`config.mk`:
```
export PLATFORM = sky130hd
export DESIGN_NAME = write_format
export DESIGN_NICKNAME = d
export VERILOG_FILES = /design/src/logic/emesh_pkg.sv /design/src/logic/write_format.sv
export SDC_FILE = /design/constraint.sdc
export NUM_CORES = 1
export LEC_CHECK = 0
export ABC_AREA = 0
export BUFFER_PORTS_ARGS = -buffer_cell sky130_fd_sc_hd__buf_2
export CAP_MARGIN = 20
export CORE_ASPECT_RATIO = 0.8
export CORE_UTILIZATION = 34
export DETAILED_ROUTE_END_ITERATION = 12
export PLACE_DENSITY = 0.9
export SYNTH_ARGS = -nofsm -noshare
export SYNTH_HDL_FRONTEND = slang
export SYNTH_SLANG_ARGS = --single-unit
```
`constraint.sdc`:
```
create_clock -name vclk -period 1.3
set_clock_uncertainty 0.1 [all_clocks]
set_input_delay 0.13 -clock vclk [all_inputs]
set_output_delay 0.13 -clock vclk [all_outputs]
set_load 0.02 [all_outputs]
```
`src/logic/emesh_pkg.sv`:
```
package emesh_pkg;

   // Mesh widths
   localparam int AW = 32;
   localparam int DW = AW;
   localparam int PW = 2 * AW + 40;

   // Packet field positions
   localparam int WRITE_BIT = 0;
   localparam int DM_LSB    = 1;
   localparam int DM_MSB    = 2;
   localparam int CM_LSB    = 3;
   localparam int CM_MSB    = 7;
   localparam int DST_LSB   = 8;
   localparam int DST_MSB   = DST_LSB + AW - 1;
   localparam int DATA_LSB  = DST_MSB + 1;
   localparam int DATA_MSB  = DATA_LSB + DW - 1;
   localparam int SRC_LSB   = DATA_MSB + 1;
   localparam int SRC_MSB   = SRC_LSB + AW - 1;

   // Scratch array, 64-bit doublewords
   localparam int MEM_DEPTH = 256;
   localparam int MAW       = $clog2(MEM_DEPTH);

   typedef logic [PW-1:0]     packet_t;
   typedef logic [AW-1:0]     addr_t;
   typedef logic [DW-1:0]     data_t;
   typedef logic [1:0]        datamode_t;
   typedef logic [4:0]        ctrlmode_t;
   typedef logic [MAW-1:0]    mem_index_t;
   typedef logic [63:0]       mem_word_t;
   typedef logic [7:0]        byte_mask_t;

   // Transfer sizes
   localparam datamode_t DM_BYTE   = 2'd0;
   localparam datamode_t DM_SHORT  = 2'd1;
   localparam datamode_t DM_WORD   = 2'd2;
   localparam datamode_t DM_DOUBLE = 2'd3;

endpackage

```
`src/logic/write_format.sv`:
```
`timescale 1ns/1ns

module write_format
(
   input  logic                  write,
   input  emesh_pkg::datamode_t  datamode,
   input  logic [2:0]            dstaddr_low,
   input  emesh_pkg::data_t      data,
   input  emesh_pkg::addr_t      srcaddr,
   output emesh_pkg::mem_word_t  din,
   output emesh_pkg::byte_mask_t byte_mask
);

   import emesh_pkg::*;

   byte_mask_t size_mask;

   // Copy the data into every lane it could land in
   always_comb
   begin
      case (datamode)
         DM_BYTE:
         begin
            din = {8{data[7:0]}};
         end
         DM_SHORT:
         begin
            din = {4{data[15:0]}};
         end
         DM_WORD:
         begin
            din = {2{data}};
         end
         default:
         begin
            // Double carries its high word in the source field
            din = {srcaddr, data};
         end
      endcase
   end

   // Bytes touched by this size at this offset
   always_comb
   begin
      case (datamode)
         DM_BYTE:
         begin
            size_mask = 8'b0000_0001 << dstaddr_low;
         end
         DM_SHORT:
         begin
            size_mask = 8'b0000_0011 << {dstaddr_low[2:1], 1'b0};
         end
         DM_WORD:
         begin
            size_mask = dstaddr_low[2] ? 8'b1111_0000 : 8'b0000_1111;
         end
         default:
         begin
            size_mask = 8'b1111_1111;
         end
      endcase
   end

   // Reads never touch the array
   assign byte_mask = write ? size_mask : '0;

endmodule

```
# After elaboration in Yosys (flattened, before gate mapping)
# Index checks and enable logic that the tools add are counted.
# word_totals
out_inout_bits	72
input_bits	70
regBits	0
# op_classes
eq_ne	2
muxes	4
n_reduce_logical	1
shift	2
# ops
operator	n
$pmux 64 s3	1
$pmux 8 s3	1
$mux 8	2
$shl 1x3->8 const A	1
$shl 2x3->8 const A	1
$eq 2x1->1 const B	1
$eq 2x2->1 const B	1
$logic_not 2->1	1

# Logic depth before layout (Yosys ltp)
# depth
depth_word	3
depth_mapped	5

# Worst setup path after synthesis
# Ideal clock, no wire load.
# synth_timing
path_kind	input-to-output
from	input datamode[0]
to	output din[45]
required_ps	1070
stages	5
path_buffers	3
arrival_time_ps	1014
path_slack_ps	56
path_cell_list	buf_6 > buf_8 > buf_8 > mux2i_1 > a21oi_1
# synth_between
elab_chain_len	2
# synth_rtl
item	line_no	rtl
from (decl)	write_format.sv:6	input emesh_pkg::datamode_t datamode,
$eq 2x2->1, or another cell as far along	write_format.sv:21	case (datamode)
$pmux 64 s3 (*)	write_format.sv:21	
to (decl)	write_format.sv:10	output emesh_pkg::mem_word_t din,
# Every way passes the cells marked *; elsewhere a longest branch is shown, timed or not.

# Worst setup path after layout
# layout_timing
from	input datamode[1]
to	output byte_mask[4]
# layout_between
elab_chain_len	3
# layout_rtl
item	line_no	rtl
$eq 2x2->1, or another cell as far along	write_format.sv:45	case (datamode)
$pmux 8 s3 (*)	write_format.sv:45	
$mux 8 (*)	write_format.sv:66	assign byte_mask = write ? size_mask : '0;
to (decl)	write_format.sv:11	output emesh_pkg::byte_mask_t byte_mask
# Marks and branches as above.

==> results.yml <==
status:
  status: "complete, no violations"
cells_and_area:
  fin_cells: 351
  fin_util_pct: 66.87
  layout_common_cells: "136 x buf_2, 33 x a21oi_1, 31 x buf_4"
  layout-drive-gt1-share_pct: 67.52
  fill_cells: 274
  area_delta_synth_final_pct: 83.95
  register_area_um2: 0
  antenna_cells: 0
  multiInputGateArea_um2: 993.5
  layout_commonest_cell: "buf_2"
  final_nets: 383
  seq_cells: 0
  nClkBuffers: 0
floorplan:
  fp.dieW_um: 66.91
  io_pins: 142
  core_mm2: 0.003153
  row_count: 18
  die_h_um: 53.93
  die-area_mm2: 0.003608
  start_util_pct: 36.35
power_and_ir_drop:
  p_sw_share_pct: 55.79
  seqPwrFrac_pct: 0
  comb_power_share_pct: 100.0
  p_switching_mw: 0.5553
  p_clk_share_pct: 0
  power.density_cell_area_mw_per_mm2: 472.1
  static-leakage-power_nw: 1.180
  internal_power_mw: 0.4400
  finalPower_mw: 0.9952
  ir_drop_mv: 0.2674
yosys:
  synth.net_count: 227
  ys.warnings.count: 0
  synth_area_mm2: 0.001146
  avgSynthCellArea_um2: 7.300
  synth_cell_types: 20
  synth_cells: 157
  ys_seq_area_share_pct: 0
global_route:
  grt_antenna_before_repair: 0
  grt_pass1_wl_um: 6099
  grt_max_degree: 22
  grtUsageTotal_pct: 21.80
  grt_pass1_vias: 1412
  grt-ovfl-total: 0
timing:
  setup_viol: 0
  period_minus_slack_ps: 1278
  rsz0062_at_grt: "true"
  period_share_pct: 98.33
  maxSlewViolCount: 0
  setup_slack_ps: 21.68
  max_freq_ghz: 0.7823
  tightest_slew_ps: 286.5
  final_hold_viol_count: 0
  relSlewSlack_pct: 80.70
critical_path:
  critPathTopFamily: "buffers and inverters"
  startpoint_type: "input port"
  critical_path_class: "input port to output pin"
  critPathCaptureType: "output pin"
  crit_chain: "buf_4, buf_12, nand2b_1, a21oi_1, nor2_1, buf_2"
  cp_max_fo: 9
  worst-path-stages: 6
  crit_slowest_cell: "a21oi_1"
  worst-path-buf-inv: 3
  max_stage_delay_ps: 210
  crit_required_ps: 1070
  cp.arrival_ps: 1050
detailed_routing:
  vias: 1725
  wl_um: 4573
  drc: 0
  first_pass_iters: 5
  post_drt_wl_per_cell_um: 13.03
  vias_per_cell: 4.915
  drt-initial-drc-count: 59
  antenna_left: 0
min_path:
  min_path_type: "input port to output pin"
  worstHoldPathCells: 2
place:
  io_buffers: 142
  routabilityCongestion: 0.7612
  place_inst: 347
  hpwlAfterDp_um: 3755
  dp_slack_ps: -111.3
flow_run:
  cap_violations: 0
per-stage QoR:
stage                     area (um2)  setup TNS, ps  hold slack (ps)
after floorplan                 1146              0            272.6
after global placement          2003          -1072            444.8
final                           2108              0            455.2
after detailed placement        2003          -1320            454.0
after global routing            2108         -105.7            465.0
after CTS                       2044              0            454.8
kinds of logic (layout without fill, tap and decap cells):
kind of cell    after synthesis  count (layout)  share of synthesized area (%)
compound gates               48              48                          23.80
simple gates                 32              32                          14.41
mux                          48              48                          44.54
buf+inv                      29             183                          17.25
layout make-up:
class,count,area share [%]
Inverter,9,1.602
Multi-Input combinational cell,128,47.12
Tap cell,40,2.374
Timing Repair Buffer,174,48.90
metal layers:
layer  vias to the layer above  part of all wire [%]  global-route usage, %
met2                        82                    50                  44.11
met3                         2                   6.3                  1.059
met1                       776                    43                  26.36
met5                         -                     0                      0
li1                        865                     -                      -
met4                         0                  0.46                  1.418
final timing paths:
kind / slack, ps / from / end
worst max-delay path: 20 / datamode[1] / byte_mask[4]
worst min-delay path: 460 / data[5] / din[5]
cells in the mapped netlist (2+ instances only):
| library cell | n | area (um2) |
|---|---|---|
| a21oi_1 | 36 | 180.2 |
| mux2_2 | 24 | 270.3 |
| mux2i_1 | 24 | 240.2 |
| nor2_1 | 17 | 63.81 |
| nor2b_1 | 10 | 62.56 |
| buf_4 | 9 | 67.56 |
| inv_1 | 9 | 33.78 |
| a211oi_1 | 6 | 45.04 |
| buf_2 | 5 | 25.02 |
| buf_8 | 3 | 45.04 |
| o21ai_0 | 3 | 15.01 |
| a211oi_2 | 2 | 25.02 |
| buf_6 | 2 | 22.52 |
power by group through the flow:
stage               clock [mW]  sequential (mW)  combinational [mW]
floorplan                    0                0               0.568
global placement             0                0               0.930
detailed placement           0                0               0.948
CTS                          0                0               0.966
global route                 0                0                1.06
finish                       0                0               0.995
timing repair:
item / in CTS / in global routing
endpoints found under the setup margin: 46 / 34
setup buffers: 2 / 2
hold buffers: 0 / 0
pin swaps: 0 / 3
gates resized for setup: 6 / 13
Power figures use the tool's default switching activity.
