--- src/logic/emesh_pkg.sv ---
package emesh_pkg;

   // Mesh widths
   localparam int AW = 32;
   localparam int DW = AW;
   localparam int PW = 2 * AW + 40;

   // Packet field positions
   localparam int WRITE_BIT = 0;
   localparam int DM_LSB    = 1;
   localparam int DM_MSB    = 2;
   localparam int CM_LSB    = 3;
   localparam int CM_MSB    = 7;
   localparam int DST_LSB   = 8;
   localparam int DST_MSB   = DST_LSB + AW - 1;
   localparam int DATA_LSB  = DST_MSB + 1;
   localparam int DATA_MSB  = DATA_LSB + DW - 1;
   localparam int SRC_LSB   = DATA_MSB + 1;
   localparam int SRC_MSB   = SRC_LSB + AW - 1;

   // Scratch array, 64-bit doublewords
   localparam int MEM_DEPTH = 256;
   localparam int MAW       = $clog2(MEM_DEPTH);

   typedef logic [PW-1:0]     packet_t;
   typedef logic [AW-1:0]     addr_t;
   typedef logic [DW-1:0]     data_t;
   typedef logic [1:0]        datamode_t;
   typedef logic [4:0]        ctrlmode_t;
   typedef logic [MAW-1:0]    mem_index_t;
   typedef logic [63:0]       mem_word_t;
   typedef logic [7:0]        byte_mask_t;

   // Transfer sizes
   localparam datamode_t DM_BYTE   = 2'd0;
   localparam datamode_t DM_SHORT  = 2'd1;
   localparam datamode_t DM_WORD   = 2'd2;
   localparam datamode_t DM_DOUBLE = 2'd3;

endpackage

--- src/logic/read_align.sv ---
`timescale 1ns/1ns

module read_align
(
   input  emesh_pkg::datamode_t datamode,
   input  logic [2:0]           addr_low,
   input  emesh_pkg::mem_word_t dout,
   output emesh_pkg::data_t     data
);

   import emesh_pkg::*;

   always_comb
   begin
      case (datamode)
         DM_BYTE:
         begin
            data = {24'd0, dout[8*addr_low +: 8]};
         end
         DM_SHORT:
         begin
            data = {16'd0, dout[16*addr_low[2:1] +: 16]};
         end
         DM_WORD:
         begin
            // Bit 2 picks the half
            data = addr_low[2] ? dout[63:32] : dout[31:0];
         end
         default:
         begin
            // High word of a double goes out in the source field
            data = dout[31:0];
         end
      endcase
   end

endmodule

--- config.mk ---
export PLATFORM = sky130hd
export DESIGN_NAME = read_align
export DESIGN_NICKNAME = d
export VERILOG_FILES = /design/src/logic/emesh_pkg.sv /design/src/logic/read_align.sv
export SDC_FILE = /design/constraint.sdc
export NUM_CORES = 1
export LEC_CHECK = 0
export BUFFER_PORTS_ARGS = -buffer_cell sky130_fd_sc_hd__buf_2
export CAP_MARGIN = 15
export CORE_AREA = 2 2 66 62
export DETAILED_ROUTE_END_ITERATION = 12
export DIE_AREA = 0 0 68 64
export GPL_TIMING_DRIVEN = 0
export PLACE_DENSITY = 0.84
export SLEW_MARGIN = 30
export SYNTH_ARGS = -nofsm -noshare
export SYNTH_HDL_FRONTEND = slang
export SYNTH_SLANG_ARGS = --single-unit
--- constraint.sdc ---
create_clock -name vclk -period 1.4
set_clock_uncertainty 0.15 [all_clocks]
set_input_delay 0.21 -clock vclk [all_inputs]
set_output_delay 0.21 -clock vclk [all_outputs]
set_load 0.02 [all_outputs]
---- After elaboration in Yosys (flattened, before gate mapping) ----
Index checks and enable logic that the tools add are counted.
W data, S select, Z words.
storage, ports and cells
  register bits after elaboration ......... 0
  input port bits ......................... 69
  output and inout port bits .............. 32
  logic and storage cells ................. 7
operators by class
  equality and inequality tests ........... 2
  shift operators ......................... 2
  mux-type cells .......................... 2
  reductions and logical operators ........ 1
operators by type and width
  kind                  count
  $pmux W32 S3          1
  $shiftx A64 B7 Y16    1
  $shiftx A64 B7 Y8     1
  $mux W32              1
  $eq A2 B1 Y1 const B  1
  $eq A2 B2 Y1 const B  1
  $logic_not A2 Y1      1

---- Depth between registers and ports, before layout ----
Gate-level depths: netlist of run 1.
  depth in word-level cells ............... 2
  depth in mapped cells ................... 6
  gate-level depth less buffers ........... 4

---- Worst setup path after synthesis of run 1 ----
Ideal clock, no wire load.
  path type ............................... input-to-output
  start ................................... input datamode[1]
  end ..................................... output data[18]
  arrival time ............................ 1.454 ns
  setup slack ............................. -0.414 ns
  stages on the path ...................... 4
  path buffers ............................ 3
  cell sequence ........................... buf_2 -> clkbuf_1 -> clkbuf_1 -> a21boi_0
between the ends
  word-level cells in the longest chain between the ends .. 2
  elaborated cells between the ends (all ways) .. 4
  those cells by class .................... eq/ne (2); mux (1); reduce/logical (1)
ends and longest elaborated chain
  element                                     line              RTL
  from (decl)                                 read_align.sv:5   input emesh_pkg::datamode_t datamode,
  $eq A2 B2 Y1, or another cell as far along  read_align.sv:15  case (datamode)
  $pmux W32 S3 (*)                            read_align.sv:15
  to (decl)                                   read_align.sv:8   output emesh_pkg::data_t data
Every way passes the cells marked *; elsewhere a longest branch is shown, timed or not.

---- Worst setup path in the final report of run 1 ----
  start ................................... input addr_low[2]
  end ..................................... output data[10]
between the ends
  word-level cells in the longest chain between the ends .. 2
  elaborated cells between the ends (all ways) .. 3
  those cells by class .................... shift (1); mux (2)
ends and longest elaborated chain
  element                                                line                                RTL
  from (decl)                                            read_align.sv:6                     input logic [2:0] addr_low,
  $shiftx A64 B7 Y16 / $mux W32 (equally long branches)  read_align.sv:22, read_align.sv:27
  $pmux W32 S3 (*)                                       read_align.sv:15
Marked as above.

==> impl_results.md, run 1 <==
* Cell Area, Synth at 1360 um^2
* Count leader, synth: nand2_1
* Initial Utilization at 0.376
* DRT Pass-1 Iters at 4
* Post-Synth Simple-Gate Area at 0.205
* First-pass GRT wire length at 9030 um
* Worst hold path type: input port to output port
* Beginning of the critical path: addr_low[2]
* Port bufs at 99
* ANT cells at 0
* RePlAce Congestion at 0.840
* Top post-synthesis cells by count: nand2_1, a21boi_0, mux2i_1
* Setup crit end kind: output port
* Syn nets at 238
* Final hold violation count at 0
* Seq cells at 0
* Static leakage at 1.51 nW
* Dpl ws at -0.603 ns
* Largest net degree at the start of global routing at 11
* Largest family of logic cells by synthesized area: multiplexers
* Total wire length at 6750 um
* Least-Margin Pin Slew at 0.314 ns
* Vias in the first global route at 1825
* Initial DRC count at 122
* Max Clk Rate at 0.518 GHz
* Xor-xnor portion of the synthesized cell area at 0
* DP Area at 2260 um^2
* Synth area leaders: mux4_1, nand2_1, mux4_2
* Std-Cell Rows at 21
* Startpoint Class: input port
* Filler instances at 200
* Critical Path AT at 1.57 ns
* Die X-Extent at 68 um
* Sequential share of the synthesized area at 0
* Worst-path maximum fanout at 8
* Post-route ant nets at 0
* Drc violations at 0
* Failing checks: setup timing
* Register area at 0 um^2
* Proportion of synthesized area in mux cells at 0.427
* GR Util All Layers at 0.265
* Total power draw at 1.18 mW
* # clk buffers at 0
* Routed wire length per instance at 19.9 um
* Synth top area share at 0.174
* Max Cap Violations at 0
* Via-per-instance ratio at 5.77
* Path type of the worst setup path: input port to output port
* Final Worst Setup Slack at -0.531 ns
* Area Overhead vs Synth at 122%
* P per Cell Area at 389 nW/um^2
* Post-synthesis compound-gate area fraction at 0.261
* Post-layout util at 0.834
* IO Pins at 101
* Cell area after layout at 3020 um^2
* Netlist cell types at 32
* Vias at 1956
* Worst setup path end: data[10]
* Max VDD drop at 0.233 mV
* Area leader, netlist: mux4_1
* CTS Hold Bufs at 0
* Global route overflow at 0
* Core footprint at 3630 um^2
* Relative slew slack at 0.790
* Die area at 4350 um^2
* Final period utilization at 1.38
* # setup viols final at 32
* RSZ-0062 raised after global routing: yes
* Gate Count Post-Synth at 169
* Pins over their slew limit at 0
* Fin crit period at 1.93 ns
* Critical Path RT at 1.04 ns
* Share of cells above drive strength 1 at 0.778
* Avg Inst Size Synth at 8.06 um^2
* Die Height at 64 um
* Final setup TNS at -11.24 ns
* Synth warn at 0
* Multi-input logic area at 1660 um^2
* Status: finished, violations left
* Final nets at 364
* Synthesized-area fraction occupied by adder cells at 0
* Initial antenna violation count at 0
* Detailed Place HPWL at 4050 um
[routing by layer]
layer  track usage  wire length, um
met5             0                0
met4        0.0350               61
met3        0.0176              528
met2         0.460             3530
met1         0.363             2630
[area by class of cell]
cell class / count / share of cell area
multi-input combinational: 146 / 0.550
timing repair buffer: 127 / 0.355
buffer: 16 / 0.0691
tap: 46 / 0.0190
inverter: 4 / 0.00662
[how the worst min path moves through the flow]
stage,start,to,slack [ns],depth (start not counted)
floorplan,dout[57],data[25],0.38,2
CTS,dout[15],data[15],0.60,3
detailed placement,dout[50],data[18],0.62,4
global route,dout[15],data[15],0.61,3
finish,dout[15],data[15],0.60,3
global placement,dout[50],data[18],0.62,4
[cells by family after synthesis]
kind of cell           count (synthesis)
AOI/OAI and AO/OA                     49
buffers and inverters                 23
muxes                                 35
and+or+nand+nor                       62
[where the power goes]
part / total [mW] / switching, mW / internal (mW)
logic: 1.18 / 0.543 / 0.634
clock network: 0 / 0 / 0
registers: 0 / 0 / 0
[timing repair]
action                                  4_1_cts  5_1_grt
buffers inserted                             16        9
gates cloned                                  2        2
gates resized for setup                      68       67
endpoints found under the setup margin       32       32
hold endpoints to repair                      0        0
pin swaps                                     9       29
[layout by cell type, fill, tap and decap left out, types with 3 or more instances in the layout]
master    netlist  final
a21oi_2         0      9
a21boi_4        0     15
mux2i_1        12     11
a211oi_2        1      7
o21ai_0         3      3
inv_1           4      3
nand2_4         0     15
buf_4           3     15
nand2_1        43     24
buf_8           0      4
mux2_4          0      7
buf_12          0     10
buf_6           6     37
mux4_1          9      4
mux4_2          6     11
nor2b_4         0      3
nand2_2         0      4
nor2b_1         9      5
buf_2           3     69
[stage by stage]
| stage | instances | hold WS [ns] |
|---|---|---|
| 4_1_cts | 331 | 0.602 |
| 3_3_place_gp | 314 | 0.617 |
| 5_1_grt | 339 | 0.608 |
| 2_1_floorplan | 169 | 0.380 |
| 6_report | 339 | 0.603 |
| 3_5_place_dp | 314 | 0.621 |
[critical path, cell delays in order]
cell	delay, ns
buf_8	0.11
buf_12	0.14
buf_12	0.13
mux4_2	0.33
mux2_4	0.31
a22o_4	0.22
buf_6	0.12
Power figures use the tool's default switching activity.
==> run 2, diff against run 1 <==
--- a/config.mk
+++ b/config.mk
@@ -5,13 +5,14 @@
 export SDC_FILE = /design/constraint.sdc
 export NUM_CORES = 1
 export LEC_CHECK = 0
+export ABC_AREA = 1
 export BUFFER_PORTS_ARGS = -buffer_cell sky130_fd_sc_hd__buf_2
 export CAP_MARGIN = 15
-export CORE_AREA = 2 2 66 62
+export CORE_AREA = 2 2 71 66
 export DETAILED_ROUTE_END_ITERATION = 12
-export DIE_AREA = 0 0 68 64
+export DIE_AREA = 0 0 73 68
 export GPL_TIMING_DRIVEN = 0
-export PLACE_DENSITY = 0.84
+export PLACE_DENSITY = 0.85
 export SLEW_MARGIN = 30
 export SYNTH_ARGS = -nofsm -noshare
 export SYNTH_HDL_FRONTEND = slang
==> run 2 against run 1 <==
Against the previous run:
- via count is 72% higher
- synthesized cell count is 120% higher
- largest cell class unchanged
- fmax is 19% higher
- the run still ends with setup timing left
- die area is 14% higher
- setup slack better by 0.31 ns
- final cell count is 60% higher
- largest power group unchanged
- routed wire length is 44% higher
- flip-flop and latch count stayed put
==> impl_results.md, run 2 <==
* Status: finished, violations left (unchanged)
* Failing checks: setup timing (unchanged)
* Initial Utilization at 0.399 (was 0.376)
* Detailed Place HPWL at 5570 um (was 4050 um)
* Avg Inst Size Synth at 4.53 um^2 (was 8.06 um^2)
* Std-Cell Rows at 23 (was 21)
* Netlist cell types at 20 (was 32)
* Fin crit period at 1.63 ns (was 1.93 ns)
* Final Worst Setup Slack at -0.225 ns (was -0.531 ns)
* GR Util All Layers at 0.312 (was 0.265)
* Commonest non-fill, non-tap cells in the layout: nand2_1, buf_2, nand3_1 (was buf_2, buf_6, nand2_1)
* Synth top area share at 0.342 (was 0.174)
* Final hold violation count at 0 (unchanged)
* Seq cells at 0 (unchanged)
* Sequential share of the synthesized area at 0 (unchanged)
* Synth warn at 0 (unchanged)
* Count leader, synth: nand2_1 (unchanged)
* Dpl ws at -0.448 ns (was -0.603 ns)
* Vias at 3360 (was 1956)
* Register area at 0 um^2 (unchanged)
* DP Area at 2290 um^2 (was 2260 um^2)
* Via-per-instance ratio at 6.21 (was 5.77)
* Commonest non-fill, non-tap cell in the layout: nand2_1 (was buf_2)
* Core footprint at 4290 um^2 (was 3630 um^2)
* Syn nets at 447 (was 238)
* Path type of the worst setup path: input port to output port (unchanged)
* Largest net degree at the start of global routing at 11 (unchanged)
* Initial antenna violation count at 0 (unchanged)
* P per Cell Area at 392 nW/um^2 (was 389 nW/um^2)
* Final period utilization at 1.16 (was 1.38)
* Max Cap Violations at 0 (unchanged)
* Cell Area, Synth at 1710 um^2 (was 1360 um^2)
* Post-route ant nets at 0 (unchanged)
* Startpoint Class: input port (unchanged)
* Share of cells above drive strength 1 at 0.481 (was 0.778)
* Pins over their slew limit at 0 (unchanged)
* Port bufs at 97 (was 99)
* CTS Hold Bufs at 0 (unchanged)
* Worst-path maximum fanout at 7 (was 8)
* Vias in the first global route at 2695 (was 1825)
* First-pass GRT wire length at 12400 um (was 9030 um)
* Drc violations at 0 (unchanged)
* RePlAce Congestion at 0.999 (was 0.840)
* Die X-Extent at 73 um (was 68 um)
* RSZ-0062 raised after global routing: yes (unchanged)
* Power share of the clock group at 0 (about the same)
* Worst hold path type: input port to output port (unchanged)
* Die Height at 68 um (was 64 um)
* ANT cells at 0 (unchanged)
* # setup viols final at 31 (was 32)
* Static leakage at 1.82 nW (was 1.51 nW)
* Top post-synthesis cells by count: nand2_1, nand3_1, inv_1 (was nand2_1, a21boi_0, mux2i_1)
* Least-Margin Pin Slew at 0.269 ns (was 0.314 ns)
* Area leader, netlist: nand2_1 (was mux4_1)
* # clk buffers at 0 (unchanged)
* Synth area leaders: nand2_1, nand3_1, inv_1 (was mux4_1, nand2_1, mux4_2)
* Area Overhead vs Synth at 91.5% (was 122%)
* Sequential Power Share at 0 (about the same)
* Initial DRC count at 664 (was 122)
* DRT Pass-1 Iters at 6 (was 4)
* Final nets at 562 (was 364)
* IO Pins at 101 (unchanged)
* Critical Path RT at 1.04 ns (about the same)
* Cell area after layout at 3280 um^2 (was 3020 um^2)
* Relative slew slack at 0.819 (was 0.790)
* Switching power at 732 uW (was 543 uW)
* Routed wire length per instance at 17.9 um (was 19.9 um)
* Setup crit end kind: output port (unchanged)
* Switching Fraction at 0.569 (was 0.461)
* Global route overflow at 0 (unchanged)
* Die area at 4960 um^2 (was 4350 um^2)
* Max VDD drop at 0.223 mV (was 0.233 mV)
* Internal power at 555 uW (was 634 uW)
* Total wire length at 9710 um (was 6750 um)
* Gate Count Post-Synth at 378 (was 169)
* Gate power share at 1.000 (about the same)
* Critical Path AT at 1.27 ns (was 1.57 ns)
* Max Clk Rate at 0.615 GHz (was 0.518 GHz)
run 2: changes by cell type in the layout (fill, tap and decap cells not counted), moves of 15 or more:
cell / change
nand3_1: +53
nand2_1: +103
a21boi_4: -15
nand3_2: +24
nand2_2: +16
inv_1: +43
run 2: power groups by stage:
| stage | Clock (mW) | Combinational, mW | Sequential, mW |
|---|---|---|---|
| after floorplan | 0 | 0.543 | 0 |
| after global placement | 0 | 0.830 | 0 |
| after detailed placement | 0 | 0.840 | 0 |
| after CTS | 0 | 1.03 | 0 |
| after global routing | 0 | 1.35 | 0 |
| final | 0 | 1.29 | 0 |
run 2: stage by stage:
stage	instances	utilization	hold WS [ns]	setup TNS (ns)	power, mW
2_1_floorplan	378	-	0.416	-1.02	0.543
3_3_place_gp	525	0.534	0.593	-10.51	0.830
3_5_place_dp	525	0.534	0.591	-10.38	0.840
4_1_cts	535	0.646	0.589	-2.11	1.03
5_1_grt	541	0.765	0.619	-5.42	1.35
6_report	541	0.765	0.595	-4.72	1.29
run 2: worst max-delay path: stages:
cell       delay (ns)
buf_8            0.11
inv_8            0.06
buf_8            0.13
nand3_4          0.19
clkbuf_16        0.24
o22ai_2          0.17
buf_6            0.14
run 2: final cells by class:
cell class,instances,area (um^2)
Tap cell,50,62.6
Inverter,53,230
Fill cell,295,1010
Buffer,25,294
Timing Repair Buffer,113,861
Multi-Input combinational cell,300,1830
run 2: cells by family (layout without fill, tap and decap cells):
kind of cell | Yosys count | in the layout | synth area share
buf+inv | 78 | 191 | 0.215
compound gates | 50 | 50 | 0.162
simple gates | 250 | 250 | 0.622
run 2: per-layer routing:
metal | GRT usage | wire length, um
met5 | 0 | 0
met4 | 0.0995 | 591
met3 | 0.0280 | 1140
met2 | 0.552 | 4600
met1 | 0.398 | 3370
run 2: repair_timing:
item / 4_1_cts / 5_1_grt
setup endpoints to repair: 32 / 32
buffers inserted: 9 / 5
cloned: 1 / 1
pin swaps: 16 / 22
resized for setup: 114 / 112
run 2: final timing paths:
path	start	end	slack, ns	cells after the start
min	dout[56]	data[24]	0.60	4
max	datamode[0]	data[29]	-0.23	7
==> run 3, diff against run 2 <==
--- a/config.mk
+++ b/config.mk
@@ -5,14 +5,14 @@
 export SDC_FILE = /design/constraint.sdc
 export NUM_CORES = 1
 export LEC_CHECK = 0
-export ABC_AREA = 1
+export ABC_AREA = 0
 export BUFFER_PORTS_ARGS = -buffer_cell sky130_fd_sc_hd__buf_2
 export CAP_MARGIN = 15
-export CORE_AREA = 2 2 71 66
+export CORE_AREA = 2 2 61 57
 export DETAILED_ROUTE_END_ITERATION = 12
-export DIE_AREA = 0 0 73 68
+export DIE_AREA = 0 0 63 59
 export GPL_TIMING_DRIVEN = 0
-export PLACE_DENSITY = 0.85
+export PLACE_DENSITY = 0.93
 export SLEW_MARGIN = 30
 export SYNTH_ARGS = -nofsm -noshare
 export SYNTH_HDL_FRONTEND = slang
==> constraint.sdc (replaced) <==
create_clock -name vclk -period 1.9
set_clock_uncertainty 0.15 [all_clocks]
set_input_delay 0.285 -clock vclk [all_inputs]
set_output_delay 0.285 -clock vclk [all_outputs]
set_load 0.02 [all_outputs]
==> run 3 against run 2 <==
Against the previous run:
- the flow still finishes with violations (setup timing)
- cell area fell by 31%
- power fell by 49%
- sequential share of layout area unchanged
- combinational power shrank 50%
- clock-buffer cell count did not move
- non-clock buffer count decreased by 10
- via count fell by 43%
- setup slack gained 0.12 ns
- largest power group unchanged
==> impl_results.md, run 3 (synthesized netlist as in run 1, its figures left out) <==
* Die X-Extent at 63 um (was 73 um)
* Die area at 3720 um^2 (was 4960 um^2)
* Startpoint Class: input port (unchanged)
* Total power draw at 650 uW (was 1.29 mW)
* Initial Utilization at 0.451 (was 0.399)
* Relative slew slack at 0.807 (was 0.819)
* Worst hold path type: input port to output port (unchanged)
* Final nets at 349 (was 562)
* Critical Path RT at 1.46 ns (was 1.04 ns)
* Seq cells at 0 (unchanged)
* Share of cells above drive strength 1 at 0.619 (was 0.481)
* Die Height at 59 um (was 68 um)
* Max incr delay on CP at 0.29 ns (was 0.24 ns)
* GR Util met2 at 0.549 (was 0.552)
* Via-per-instance ratio at 5.95 (was 6.21)
* Cells along the critical path: buf_12 > buf_8 > buf_8 > mux4_2 > mux2_2 > a22o_1 > buf_6 (was buf_8 > inv_8 > buf_8 > nand3_4 > clkbuf_16 > o22ai_2 > buf_6)
* Global routing met3 resource utilization at 0.0361 (was 0.0280)
* Post-route ant nets at 0 (unchanged)
* # clk buffers at 0 (unchanged)
* Detailed Place HPWL at 3940 um (was 5570 um)
* Met1 usage at 0.349 (was 0.398)
* Setup crit end kind: output port (unchanged)
* P per Cell Area at 289 nW/um^2 (was 392 nW/um^2)
* Std-Cell Rows at 19 (was 23)
* Max Cap Violations at 0 (unchanged)
* Static leakage at 1.12 nW (was 1.82 nW)
* Routed wire length per instance at 18.0 um (was 17.9 um)
* Critical Path AT at 1.57 ns (was 1.27 ns)
* ANT cells at 0 (unchanged)
* Initial antenna violation count at 0 (unchanged)
* Final hold violation count at 0 (unchanged)
* Initial DRC count at 102 (was 664)
* Worst-path maximum fanout at 7 (unchanged)
* GR Util All Layers at 0.288 (was 0.312)
* Vias at 1903 (was 3360)
* Commonest non-fill, non-tap cell in the layout: buf_2 (was nand2_1)
* Max VDD drop at 0.150 mV (was 0.223 mV)
* Vias in the first global route at 1830 (was 2695)
* Largest net degree at the start of global routing at 11 (unchanged)
* CTS Hold Bufs at 0 (unchanged)
* Final Worst Setup Slack at -0.101 ns (was -0.225 ns)
* Delay-heaviest family, CP: multiplexers (was buffers and inverters)
* Status: finished, violations left (unchanged)
* Pins over their slew limit at 0 (unchanged)
* Failing checks: setup timing (unchanged)
* Fin crit period at 2.00 ns
* Register area at 0 um^2 (unchanged)
* Max stage delay cell, worst path: mux4_2 (was clkbuf_16)
* First-pass GRT wire length at 8600 um (was 12400 um)
* Busiest grt layer: met2 (unchanged)
* Commonest non-fill, non-tap cells in the layout: buf_2, nand2_1, buf_4 (was nand2_1, buf_2, nand3_1)
* IO Pins at 101 (unchanged)
* Final period utilization at 1.05
* RePlAce Congestion at 0.864 (was 0.999)
* Global route overflow at 0 (unchanged)
* Least-Margin Pin Slew at 0.290 ns (was 0.269 ns)
* Max Clk Rate at 0.500 GHz
* Path type of the worst setup path: input port to output port (unchanged)
* Core footprint at 3020 um^2 (was 4290 um^2)
* # setup viols final at 11 (was 31)
* Port bufs at 99 (was 97)
* Post-layout util at 0.745 (was 0.765)
* CP bufs+invs at 4 (was 5)
* Area Overhead vs Synth at 65.0% (was 91.5%)
* DRT Pass-1 Iters at 5 (was 6)
* Drc violations at 0 (unchanged)
* RSZ-0062 raised after global routing: yes (unchanged)
* Most frequent cell on the critical path: buf_8 (unchanged)
* Total wire length at 5760 um (was 9710 um)
## run 3: worst min-delay path, delay by kind of cell
family / cells / cell delay (ns)
and+or+nand+nor: 1 / 0.05
buffers and inverters: 2 / 0.26
AOI/OAI and AO/OA: 1 / 0.05
## run 3: final cells by class
cell class         count  area, um^2
multi-input cells    146        1290
plain buffers         17         170
repair buffers       111         717
well taps             42        52.6
inverters              4        15.0
fillers              242         771
## run 3: path summary, 6_finish.rpt
path	to	depth (start not counted)	slack, ns	startpoint
setup / recovery	data[12]	7	-0.10	addr_low[2]
hold / removal	data[17]	4	0.77	dout[49]
## run 3: what timing repair did
item                                    in CTS  in global routing
pin swaps                                    5                  4
endpoints found under the setup margin      32                 31
cloned                                       2                  0
resized for setup                           59                 25
setup buffers                                7                  3
## run 3: stage by stage
stage | TNS, ns | hold slack, ns | instance area, um^2 | setup slack (ns) | std cells
global placement | -6.63 | 0.763 | 1910 | -0.311 | 310
CTS | -0.576 | 0.772 | 2170 | -0.0874 | 318
detailed placement | -6.78 | 0.769 | 1910 | -0.333 | 310
floorplan | -0.319 | 0.588 | 1360 | -0.0638 | 169
global route | -1.33 | 0.792 | 2250 | -0.136 | 320
finish | -0.559 | 0.770 | 2250 | -0.101 | 320
## run 3: where the power goes
group	total [mW]	leakage [nW]	switching, mW	internal, mW
sequential	0	0	0	0
clock	0	0	0	0
combinational	0.650	1.12	0.319	0.330
## run 3: routing by layer
| layer | up-vias | routed length [um] |
|---|---|---|
| li1 | 853 | - |
| met1 | 906 | 2060 |
| met2 | 126 | 2960 |
| met3 | 18 | 568 |
| met4 | 0 | 170 |
| met5 | - | 0 |
